**config.mk**
```make
export PLATFORM = sky130hd
export DESIGN_NAME = rv_exec_top
export DESIGN_NICKNAME = d
export VERILOG_FILES = /design/src/rv_exec_pkg.sv /design/src/exec_alu.sv /design/src/exec_branch.sv /design/src/exec_decode.sv /design/src/exec_retire.sv /design/src/rv_exec_top.sv
export SDC_FILE = /design/constraint.sdc
export NUM_CORES = 1
export LEC_CHECK = 0
export CORE_UTILIZATION = 45
export CTS_CLUSTER_SIZE = 10
export DETAILED_ROUTE_END_ITERATION = 8
export DONT_BUFFER_PORTS = 1
export SLEW_MARGIN = 40
export SYNTH_ARGS = -nofsm -noshare
export SYNTH_HDL_FRONTEND = slang
export SYNTH_HIERARCHICAL = 1
export SYNTH_SLANG_ARGS = --single-unit
```
**constraint.sdc**
```tcl
create_clock -name i_clk -period 10.45 [get_ports i_clk]
set_input_delay 1.045 -clock i_clk [delete_from_list [all_inputs] [get_ports i_clk]]
set_output_delay 1.045 -clock i_clk [all_outputs]
set_load 0.01 [all_outputs]
```
**src/rv_exec_pkg.sv**
```systemverilog
package rv_exec_pkg;

  // major opcodes of the kept rv32i instruction classes
  localparam logic [6:0] opc_op     = 7'b0110011;  // register-register alu
  localparam logic [6:0] opc_op_imm = 7'b0010011;  // register-immediate alu
  localparam logic [6:0] opc_lui    = 7'b0110111;
  localparam logic [6:0] opc_auipc  = 7'b0010111;
  localparam logic [6:0] opc_branch = 7'b1100011;
  localparam logic [6:0] opc_jal    = 7'b1101111;
  localparam logic [6:0] opc_jalr   = 7'b1100111;
  localparam logic [6:0] opc_system = 7'b1110011;  // only ebreak is accepted here

  localparam logic [31:0] ebreak_word = 32'h00100073;

  // funct3 of the integer alu group
  localparam logic [2:0] f3_add_sub = 3'b000;
  localparam logic [2:0] f3_sll     = 3'b001;
  localparam logic [2:0] f3_slt     = 3'b010;
  localparam logic [2:0] f3_sltu    = 3'b011;
  localparam logic [2:0] f3_xor     = 3'b100;
  localparam logic [2:0] f3_srl_sra = 3'b101;
  localparam logic [2:0] f3_or      = 3'b110;
  localparam logic [2:0] f3_and     = 3'b111;

  // funct3 of the conditional branches, 010 and 011 are reserved
  localparam logic [2:0] f3_beq  = 3'b000;
  localparam logic [2:0] f3_bne  = 3'b001;
  localparam logic [2:0] f3_blt  = 3'b100;
  localparam logic [2:0] f3_bge  = 3'b101;
  localparam logic [2:0] f3_bltu = 3'b110;
  localparam logic [2:0] f3_bgeu = 3'b111;

  localparam logic [6:0] f7_base = 7'b0000000;
  localparam logic [6:0] f7_alt  = 7'b0100000;  // selects sub and sra

  typedef enum logic [3:0] {
    alu_add, alu_sub, alu_sll, alu_slt, alu_sltu,
    alu_xor, alu_srl, alu_sra, alu_or, alu_and
  } alu_op_e;

  // source of the destination register write data
  typedef enum logic [1:0] {
    wb_alu  = 2'd0,
    wb_link = 2'd1,  // pc+4 for jal and jalr
    wb_imm  = 2'd2   // upper immediate for lui
  } wb_sel_e;

  typedef struct packed {
    logic [6:0] funct7;
    logic [4:0] rs2;
    logic [4:0] rs1;
    logic [2:0] funct3;
    logic [4:0] rd;
    logic [6:0] opcode;
  } r_fmt_t;

  typedef struct packed {
    logic [11:0] imm;
    logic [4:0]  rs1;
    logic [2:0]  funct3;
    logic [4:0]  rd;
    logic [6:0]  opcode;
  } i_fmt_t;

  typedef struct packed {
    logic [19:0] imm;
    logic [4:0]  rd;
    logic [6:0]  opcode;
  } u_fmt_t;

  // one instruction word seen through the raw, r and i views
  typedef union packed {
    logic [31:0] raw;
    r_fmt_t      r;
    i_fmt_t      i;
  } instr_u;

  typedef struct packed {
    instr_u      instr;
    logic [31:0] pc;
    logic [31:0] rs1_data;
    logic [31:0] rs2_data;
  } exec_req_t;

  typedef struct packed {
    alu_op_e    alu_op;
    logic       op_a_pc;   // operand a is the pc instead of rs1
    logic       op_b_imm;  // operand b is the immediate instead of rs2
    logic       is_branch;
    logic       is_jal;
    logic       is_jalr;
    wb_sel_e    wb_sel;
    logic [4:0] rd;        // zero when the instruction writes nothing
    logic       illegal;
    logic       halt;
  } exec_ctrl_t;

  typedef struct packed {
    exec_ctrl_t  ctrl;
    logic [2:0]  funct3;
    logic [31:0] pc;
    logic [31:0] rs1_data;
    logic [31:0] rs2_data;
    logic [31:0] imm;
    logic [31:0] instr;
  } decoded_t;

  typedef struct packed {
    logic [31:0] next_pc;
    logic [31:0] link;
    logic        taken;
    logic        misaligned;
  } branch_res_t;

  typedef struct packed {
    logic [31:0] instr;
    logic [31:0] pc;
    logic [31:0] next_pc;
    logic [4:0]  rd_addr;
    logic [31:0] rd_data;
    logic        trap;
    logic        halt;
  } exec_resp_t;

endpackage

```
**src/exec_alu.sv**
```systemverilog
`timescale 1ns/1ps

module exec_alu (
  input  rv_exec_pkg::decoded_t i_dec,
  output logic [31:0]           o_result
);
  import rv_exec_pkg::*;

  logic [31:0] op_a;
  logic [31:0] op_b;
  logic [4:0]  shamt;

  // auipc adds to the pc, immediate forms replace rs2
  assign op_a  = i_dec.ctrl.op_a_pc ? i_dec.pc : i_dec.rs1_data;
  assign op_b  = i_dec.ctrl.op_b_imm ? i_dec.imm : i_dec.rs2_data;
  assign shamt = op_b[4:0];  // rv32i shifts by at most 31

  always_comb begin
    case (i_dec.ctrl.alu_op)
      alu_add:  o_result = op_a + op_b;
      alu_sub:  o_result = op_a - op_b;
      alu_sll:  o_result = op_a << shamt;
      alu_slt:  o_result = {31'b0, $signed(op_a) < $signed(op_b)};
      alu_sltu: o_result = {31'b0, op_a < op_b};
      alu_xor:  o_result = op_a ^ op_b;
      alu_srl:  o_result = op_a >> shamt;
      alu_sra:  o_result = $unsigned($signed(op_a) >>> shamt);  // sign bit shifted in
      alu_or:   o_result = op_a | op_b;
      alu_and:  o_result = op_a & op_b;
      default:  o_result = op_a + op_b;  // unused encodings fall back to add
    endcase
  end

endmodule

```
**src/exec_branch.sv**
```systemverilog
`timescale 1ns/1ps

module exec_branch (
  input  rv_exec_pkg::decoded_t   i_dec,
  output rv_exec_pkg::branch_res_t o_res
);
  import rv_exec_pkg::*;

  logic        cond;
  logic [31:0] target;
  logic [31:0] link;
  logic        taken;

  // the compare only matters for conditional branches
  always_comb begin
    case (i_dec.funct3)
      f3_beq:  cond = i_dec.rs1_data == i_dec.rs2_data;
      f3_bne:  cond = i_dec.rs1_data != i_dec.rs2_data;
      f3_blt:  cond = $signed(i_dec.rs1_data) < $signed(i_dec.rs2_data);
      f3_bge:  cond = $signed(i_dec.rs1_data) >= $signed(i_dec.rs2_data);
      f3_bltu: cond = i_dec.rs1_data < i_dec.rs2_data;
      f3_bgeu: cond = i_dec.rs1_data >= i_dec.rs2_data;
      default: cond = 1'b0;  // reserved codes were already flagged illegal
    endcase
  end

  // jalr is register relative with bit 0 dropped, everything else pc relative
  always_comb begin
    if (i_dec.ctrl.is_jalr) target = (i_dec.rs1_data + i_dec.imm) & ~32'd1;
    else target = i_dec.pc + i_dec.imm;
  end

  assign link  = i_dec.pc + 32'd4;
  assign taken = i_dec.ctrl.is_jal | i_dec.ctrl.is_jalr | (i_dec.ctrl.is_branch & cond);

  assign o_res.next_pc    = taken ? target : link;
  assign o_res.link       = link;
  assign o_res.taken      = taken;
  assign o_res.misaligned = taken & target[1];  // bit 0 is always clear here

endmodule

```
**src/exec_decode.sv**
```systemverilog
`timescale 1ns/1ps

module exec_decode (
  input  logic                   i_clk,
  input  logic                   i_rst,
  input  logic                   i_advance,
  input  logic                   i_valid,
  input  rv_exec_pkg::exec_req_t i_req,
  output logic                   o_valid,
  output rv_exec_pkg::decoded_t  o_dec
);
  import rv_exec_pkg::*;

  instr_u      instr;
  u_fmt_t      u_view;
  logic [31:0] imm_i;
  logic [31:0] imm_u;
  logic [31:0] imm_b;
  logic [31:0] imm_j;
  logic [31:0] imm;
  logic        wr_en;
  exec_ctrl_t  ctrl;
  decoded_t    dec_d;

  // maps funct3 to the alu operation, alt picks sub or sra
  function automatic alu_op_e alu_sel(input logic [2:0] f3, input logic alt);
    case (f3)
      f3_add_sub: alu_sel = alt ? alu_sub : alu_add;
      f3_sll:     alu_sel = alu_sll;
      f3_slt:     alu_sel = alu_slt;
      f3_sltu:    alu_sel = alu_sltu;
      f3_xor:     alu_sel = alu_xor;
      f3_srl_sra: alu_sel = alt ? alu_sra : alu_srl;
      f3_or:      alu_sel = alu_or;
      f3_and:     alu_sel = alu_and;
      default:    alu_sel = alu_add;
    endcase
  endfunction

  assign instr  = i_req.instr;
  assign u_view = u_fmt_t'(instr.raw);  // u format only carries the upper immediate

  assign imm_i = {{20{instr.i.imm[11]}}, instr.i.imm};
  assign imm_u = {u_view.imm, 12'b0};
  assign imm_b = {{20{instr.raw[31]}}, instr.raw[7], instr.raw[30:25], instr.raw[11:8], 1'b0};
  assign imm_j = {{12{instr.raw[31]}}, instr.raw[19:12], instr.raw[20], instr.raw[30:21], 1'b0};

  always_comb begin
    ctrl        = '0;  // add, rs1 and rs2 operands, alu write data
    ctrl.alu_op = alu_add;
    ctrl.wb_sel = wb_alu;
    wr_en       = 1'b0;
    imm         = imm_i;
    case (instr.r.opcode)
      opc_op: begin
        wr_en       = 1'b1;
        ctrl.alu_op = alu_sel(instr.r.funct3, instr.r.funct7[5]);
        // only sub and sra may use the alternate funct7
        ctrl.illegal = !(instr.r.funct7 == f7_base ||
                         (instr.r.funct7 == f7_alt &&
                          (instr.r.funct3 == f3_add_sub || instr.r.funct3 == f3_srl_sra)));
      end
      opc_op_imm: begin
        wr_en         = 1'b1;
        ctrl.op_b_imm = 1'b1;
        ctrl.alu_op   = alu_sel(instr.r.funct3,
                                instr.r.funct3 == f3_srl_sra && instr.r.funct7[5]);
        if (instr.r.funct3 == f3_sll)
          ctrl.illegal = instr.r.funct7 != f7_base;  // upper shamt bits must be zero
        else if (instr.r.funct3 == f3_srl_sra)
          ctrl.illegal = instr.r.funct7 != f7_base && instr.r.funct7 != f7_alt;
      end
      opc_lui: begin
        wr_en       = 1'b1;
        imm         = imm_u;
        ctrl.wb_sel = wb_imm;
      end
      opc_auipc: begin
        wr_en         = 1'b1;
        imm           = imm_u;
        ctrl.op_a_pc  = 1'b1;  // pc + upper immediate through the adder
        ctrl.op_b_imm = 1'b1;
      end
      opc_branch: begin
        imm            = imm_b;
        ctrl.is_branch = 1'b1;
        ctrl.illegal   = instr.r.funct3[2:1] == 2'b01;  // reserved compare codes
      end
      opc_jal: begin
        wr_en       = 1'b1;
        imm         = imm_j;
        ctrl.is_jal = 1'b1;
        ctrl.wb_sel = wb_link;
      end
      opc_jalr: begin
        wr_en        = 1'b1;
        ctrl.is_jalr = 1'b1;
        ctrl.wb_sel  = wb_link;
        ctrl.illegal = instr.i.funct3 != 3'b000;
      end
      opc_system: begin
        if (instr.raw == ebreak_word) ctrl.halt = 1'b1;  // ebreak halts the hart
        else ctrl.illegal = 1'b1;  // ecall and csr access are not supported
      end
      default: ctrl.illegal = 1'b1;
    endcase
    // an illegal word keeps no side effects, only the flag survives
    if (ctrl.illegal) begin
      ctrl         = '0;
      ctrl.illegal = 1'b1;
    end else if (wr_en) begin
      ctrl.rd = instr.r.rd;  // writes to x0 come out as rd 0 anyway
    end
  end

  assign dec_d = '{ctrl: ctrl, funct3: instr.r.funct3, pc: i_req.pc,
                   rs1_data: i_req.rs1_data, rs2_data: i_req.rs2_data,
                   imm: imm, instr: instr.raw};

  always_ff @(posedge i_clk) begin
    if (i_rst) o_valid <= 1'b0;
    else if (i_advance) o_valid <= i_valid;  // a bubble is loaded when nothing is offered
  end

  always_ff @(posedge i_clk) begin
    if (i_advance) o_dec <= dec_d;
  end

endmodule

```
**src/exec_retire.sv**
```systemverilog
`timescale 1ns/1ps

module exec_retire (
  input  logic                     i_clk,
  input  logic                     i_rst,
  input  logic                     i_advance,
  input  logic                     i_valid,
  input  rv_exec_pkg::decoded_t    i_dec,
  input  logic [31:0]              i_alu_result,
  input  rv_exec_pkg::branch_res_t i_branch,
  output logic                     o_valid,
  output rv_exec_pkg::exec_resp_t  o_resp
);
  import rv_exec_pkg::*;

  logic        trap;
  logic [31:0] rd_data;
  exec_resp_t  resp_d;

  always_comb begin
    case (i_dec.ctrl.wb_sel)
      wb_link: rd_data = i_branch.link;  // return address of jal and jalr
      wb_imm:  rd_data = i_dec.imm;      // lui writes the upper immediate directly
      default: rd_data = i_alu_result;
    endcase
  end

  // an illegal word or a misaligned taken target both end in a trap
  assign trap = i_dec.ctrl.illegal | i_branch.misaligned;

  always_comb begin
    resp_d.instr   = i_dec.instr;
    resp_d.pc      = i_dec.pc;
    resp_d.rd_data = rd_data;
    resp_d.trap    = trap;
    resp_d.halt    = i_dec.ctrl.halt;
    // a trapping instruction writes nothing and falls through to pc+4
    resp_d.rd_addr = trap ? 5'd0 : i_dec.ctrl.rd;
    resp_d.next_pc = (i_branch.taken && !trap) ? i_branch.next_pc : i_branch.link;
  end

  always_ff @(posedge i_clk) begin
    if (i_rst) o_valid <= 1'b0;
    else if (i_advance) o_valid <= i_valid;
  end

  always_ff @(posedge i_clk) begin
    if (i_advance) o_resp <= resp_d;  // holds while the consumer stalls
  end

endmodule

```
**src/rv_exec_top.sv**
```systemverilog
`timescale 1ns/1ps

module rv_exec_top (
  input  logic                    i_clk,
  input  logic                    i_rst,
  input  logic                    i_in_valid,
  output logic                    o_in_ready,
  input  rv_exec_pkg::exec_req_t  i_in,
  output logic                    o_out_valid,
  input  logic                    i_out_ready,
  output rv_exec_pkg::exec_resp_t o_out
);
  import rv_exec_pkg::*;

  logic        advance;
  logic        dec_valid;
  decoded_t    dec;
  logic [31:0] alu_result;
  branch_res_t br_res;

  // the whole pipe moves when the retire slot is free or drains this cycle
  assign advance    = !o_out_valid | i_out_ready;
  assign o_in_ready = advance;

  exec_decode exec_decode_inst (
    .i_clk     (i_clk),
    .i_rst     (i_rst),
    .i_advance (advance),
    .i_valid   (i_in_valid),
    .i_req     (i_in),
    .o_valid   (dec_valid),
    .o_dec     (dec)
  );

  // alu and branch resolver both work on the registered bundle in parallel
  exec_alu exec_alu_inst (
    .i_dec    (dec),
    .o_result (alu_result)
  );

  exec_branch exec_branch_inst (
    .i_dec (dec),
    .o_res (br_res)
  );

  exec_retire exec_retire_inst (
    .i_clk        (i_clk),
    .i_rst        (i_rst),
    .i_advance    (advance),
    .i_valid      (dec_valid),
    .i_dec        (dec),
    .i_alu_result (alu_result),
    .i_branch     (br_res),
    .o_valid      (o_out_valid),
    .o_resp       (o_out)
  );

endmodule

```
==> results.json <==
{
  "final.setup_skew_ns": 0.0349,
  "yosysSeqAreaShare_pct": 36.7,
  "cp-startpoint": "exec_decode_inst/o_dec[175]$_SDFFCE_PP0P_",
  "synthFlopType": "edfxtp_1",
  "crit-reg2reg-launch": "exec_decode_inst/o_dec[175]$_SDFFCE_PP0P_",
  "type_of_the_setup_path_with_the_least_slack": "flip-flop to flip-flop",
  "synth.largest_area_cell": "edfxtp_1",
  "cts_hold_repair.buffers": 0,
  "hold_path_depth": 0,
  "largest_net_degree_at_the_start_of_global_routing": 82,
  "flops_latches_synth": 314,
  "grt_setup_unrepaired": "no",
  "grt_util_all_layers_pct": 36.4,
  "synth_most_common_cell": "edfxtp_1",
  "ys_top_cells_by_count": "edfxtp_1 (312), nand2_1 (235), nor2_1 (198), ha_1 (193), a21oi_1 (182)",
  "rr_worst_depth": 15,
  "finalSetupViolCount": 0,
  "synth_top_area_share_pct": 36.6,
  "reg_to_reg_critical_path_endpoint": "exec_retire_inst/o_resp[2]$_DFFE_PP_",
  "synth_edf_count": 312,
  "global_route.overflow_total": 0,
  "period_utilization_post_route_pct": 62.2,
  "firstDrtPassIters": 6,
  "finalWorstPathRequiredPeriod_ns": 6.50,
  "slew_viol_final": 0,
  "hp-class": "flip-flop to flip-flop",
  "timing.setup.tns_ns": 0,
  "first_pass_grt_wire_length_mm": 152,
  "start_util_pct": 45.5,
  "hp-start": "exec_decode_inst/o_dec[19]$_DFFE_PP_",
  "die_w_um": 241,
  "synthesis_warning_total": 6,
  "synthesis.area_um2": 25600,
  "num_cts_buffers": 39,
  "type_of_origin_of_the_critical_path": "flip-flop",
  "n_fill_cell": 5269,
  "max_clock_freq_mhz": 154,
  "critPathMaxFanout": 51,
  "port_buffers": 0,
  "syn2layout_area_growth_pct": 7.08,
  "number_of_vias_per_cell_after_detailed_routing": 6.64,
  "tritoncts_clock_tree": "yes",
  "storage_element_area_um2": 9410,
  "area_of_the_die_um2": 57900,
  "dpl_hpwl_mm": 82.6,
  "cts.repair.resized": 0,
  "detail_route.wirelength_mm": 107,
  "number_of_nets_produced_by_synthesis": 3035,
  "cp.required_ns": 10.73,
  "multi_input_combinational_cell_area_um2": 14900,
  "number_of_global_route_vias_before_repair": 21738,
  "arrival_worst_endpoint_ns": 6.78,
  "nNetsFinal": 2967,
  "synth.distinct_cells": 110,
  "post_route_cells_drive_above_1_share_pct": 8.17,
  "clock_sink_count": 314,
  "placed_cells_incl_taps": 3353,
  "static-leakage-power_uw": 0.0108,
  "synthTopCellsByArea": "edfxtp_1 (37%), ha_1 (9.4%), mux2i_1 (6.6%)",
  "num_rows": 87,
  "reg2reg_slack_ns": 3.95,
  "htreeDepth": 2,
  "die-height_um": 241,
  "post_synth_inst_count": 2706,
  "clk_path_buf_depth": 3,
  "run_status": "finished, final reports clean",
  "post_synth.cell_area_avg_um2": 9.47,
  "drtIter0Drc": 2399,
  "routedWlPerCell_um": 31.4,
  "place_congestion": 1.00,
  "worst_slew_margin_rel_pct": 41.3,
  "worst-slew-pin-transition_ns": 0.855,
  "crit_path_end_kind": "flip-flop",
  "cts.clk_slew.worst_paths_ns": 0.06,
  "dr_total_vias": 22646,
  "post-cts-setup-buffers": 0,
  "worstSkewPairLatency_ns": 0.58,
  "vdd_drop_max_mv": 0.152,
  "max_cap_violations": 0,
  "num_io_pins": 269,
  "synth-async-reset-ratio_pct": 0,
  "drt_drc_violations_left": 0,
  "final_cell_count_no_fill": 3413,
  "drt.antenna.violating_nets": 0,
  "timing.hold.worst_endpoint": "exec_retire_inst/o_resp[122]$_DFFE_PP_",
  "antenna_found_initial": 3,
  "hold_viol": 0,
  "power_density_nw_per_um2": 151,
  "core_region_area_um2": 56300,
  "clock-root-buffer": "clkbuf_16"
}
[cell usage in the layout, fill, tap and decap left out, types with 11 or more instances in the layout]
master / n
nor2_1: 198
a21oi_1: 182
o21bai_1: 19
nand2_1: 235
or3_1: 16
nand2b_1: 24
o221ai_1: 17
o21ai_0: 176
o22ai_1: 22
nand3_1: 55
ha_1: 192
xnor2_1: 58
o21a_1: 15
o31ai_1: 15
xor2_1: 28
a221oi_1: 24
nand4_1: 28
a22oi_1: 64
buf_4: 43
mux2_2: 54
nor4_1: 16
edfxtp_1: 312
mux2i_1: 166
and4_1: 11
a21o_1: 58
o211ai_1: 35
a211oi_1: 43
nor2b_1: 18
nor3_1: 45
a31oi_1: 16
and3_1: 19
and2_1: 25
clkbuf_16: 40
inv_1: 156
a211o_1: 12
[per-layer routing]
layer / global-route usage [%] / routed length [um] / up-vias
met3: 6.54 / 9580 / 183
met2: 58.7 / 49300 / 1222
met5: 0 / 31 / -
met1: 48.6 / 44000 / 11165
met4: 13.6 / 4140 / 4
li1: - / - / 10072
[worst max-delay path, stage by stage, from the launching register on]
cell       delay, ns
edfxtp_1        0.87
mux2i_4         0.33
buf_4           0.63
inv_4           0.44
fa_1            0.56
o21ba_2         0.24
a2111o_1        0.51
a2111oi_4       0.54
o31ai_1         0.22
and3_1          0.28
o221a_2         0.33
o31a_1          0.26
o31ai_1         0.56
o311ai_1        0.22
nand2_1         0.11
o21ai_0         0.09
[registers in the layout, indices dropped and copies added, names as in the netlist]
register                  count
exec_decode_inst/o_dec      177
exec_decode_inst/o_valid      1
exec_retire_inst/o_valid      1
exec_retire_inst/o_resp     135
[through the flow]
stage / power (uW) / hold WS [ns] / area (um^2) / util, % / setup slack [ns]
floorplan: 2480 / 0.400 / 25600 / - / 0.768
global placement: 2860 / 0.401 / 26200 / 46.6 / 4.11
detailed placement: 2860 / 0.405 / 26300 / 46.7 / 4.06
CTS: 4120 / 0.416 / 27400 / 48.7 / 4.02
global route: 4300 / 0.421 / 27400 / 48.7 / 3.86
finish: 4140 / 0.414 / 27400 / 48.8 / 3.95
[layout make-up]
type / count / share of cell area (%)
Inverter: 162 / 2.23
Multi-Input combinational cell: 2073 / 54.5
Clock inverter: 9 / 0.410
Antenna cell: 1 / 0.00912
Timing Repair Buffer: 48 / 1.36
Tap cell: 756 / 3.45
Sequential cell: 314 / 34.3
Clock buffer: 50 / 3.79
[kinds of logic after synthesis]
logic type      share of synthesized area [%]
mux                                      9.61
compound gates                           21.6
buf+inv                                  5.38
flops                                    36.7
xor+xnor                                 2.94
fa+ha+maj                                9.74
simple gates                             14.0
[worst max path at each step]
stage,cells past startpoint,slack (ns),end
2_1_floorplan,1,0.77,o_in_ready
3_3_place_gp,15,4.11,exec_retire_inst/o_resp[2]$_DFFE_PP_
3_5_place_dp,15,4.06,exec_retire_inst/o_resp[2]$_DFFE_PP_
4_1_cts,15,4.02,exec_retire_inst/o_resp[2]$_DFFE_PP_
5_1_grt,15,3.86,exec_retire_inst/o_resp[2]$_DFFE_PP_
6_report,15,3.95,exec_retire_inst/o_resp[2]$_DFFE_PP_
[where the power goes]
group          switching (uW)  internal (uW)
registers                 154           1520
logic                     784            427
clock network             528            725
total                    1470           2670
Power figures use the tool's default switching activity.
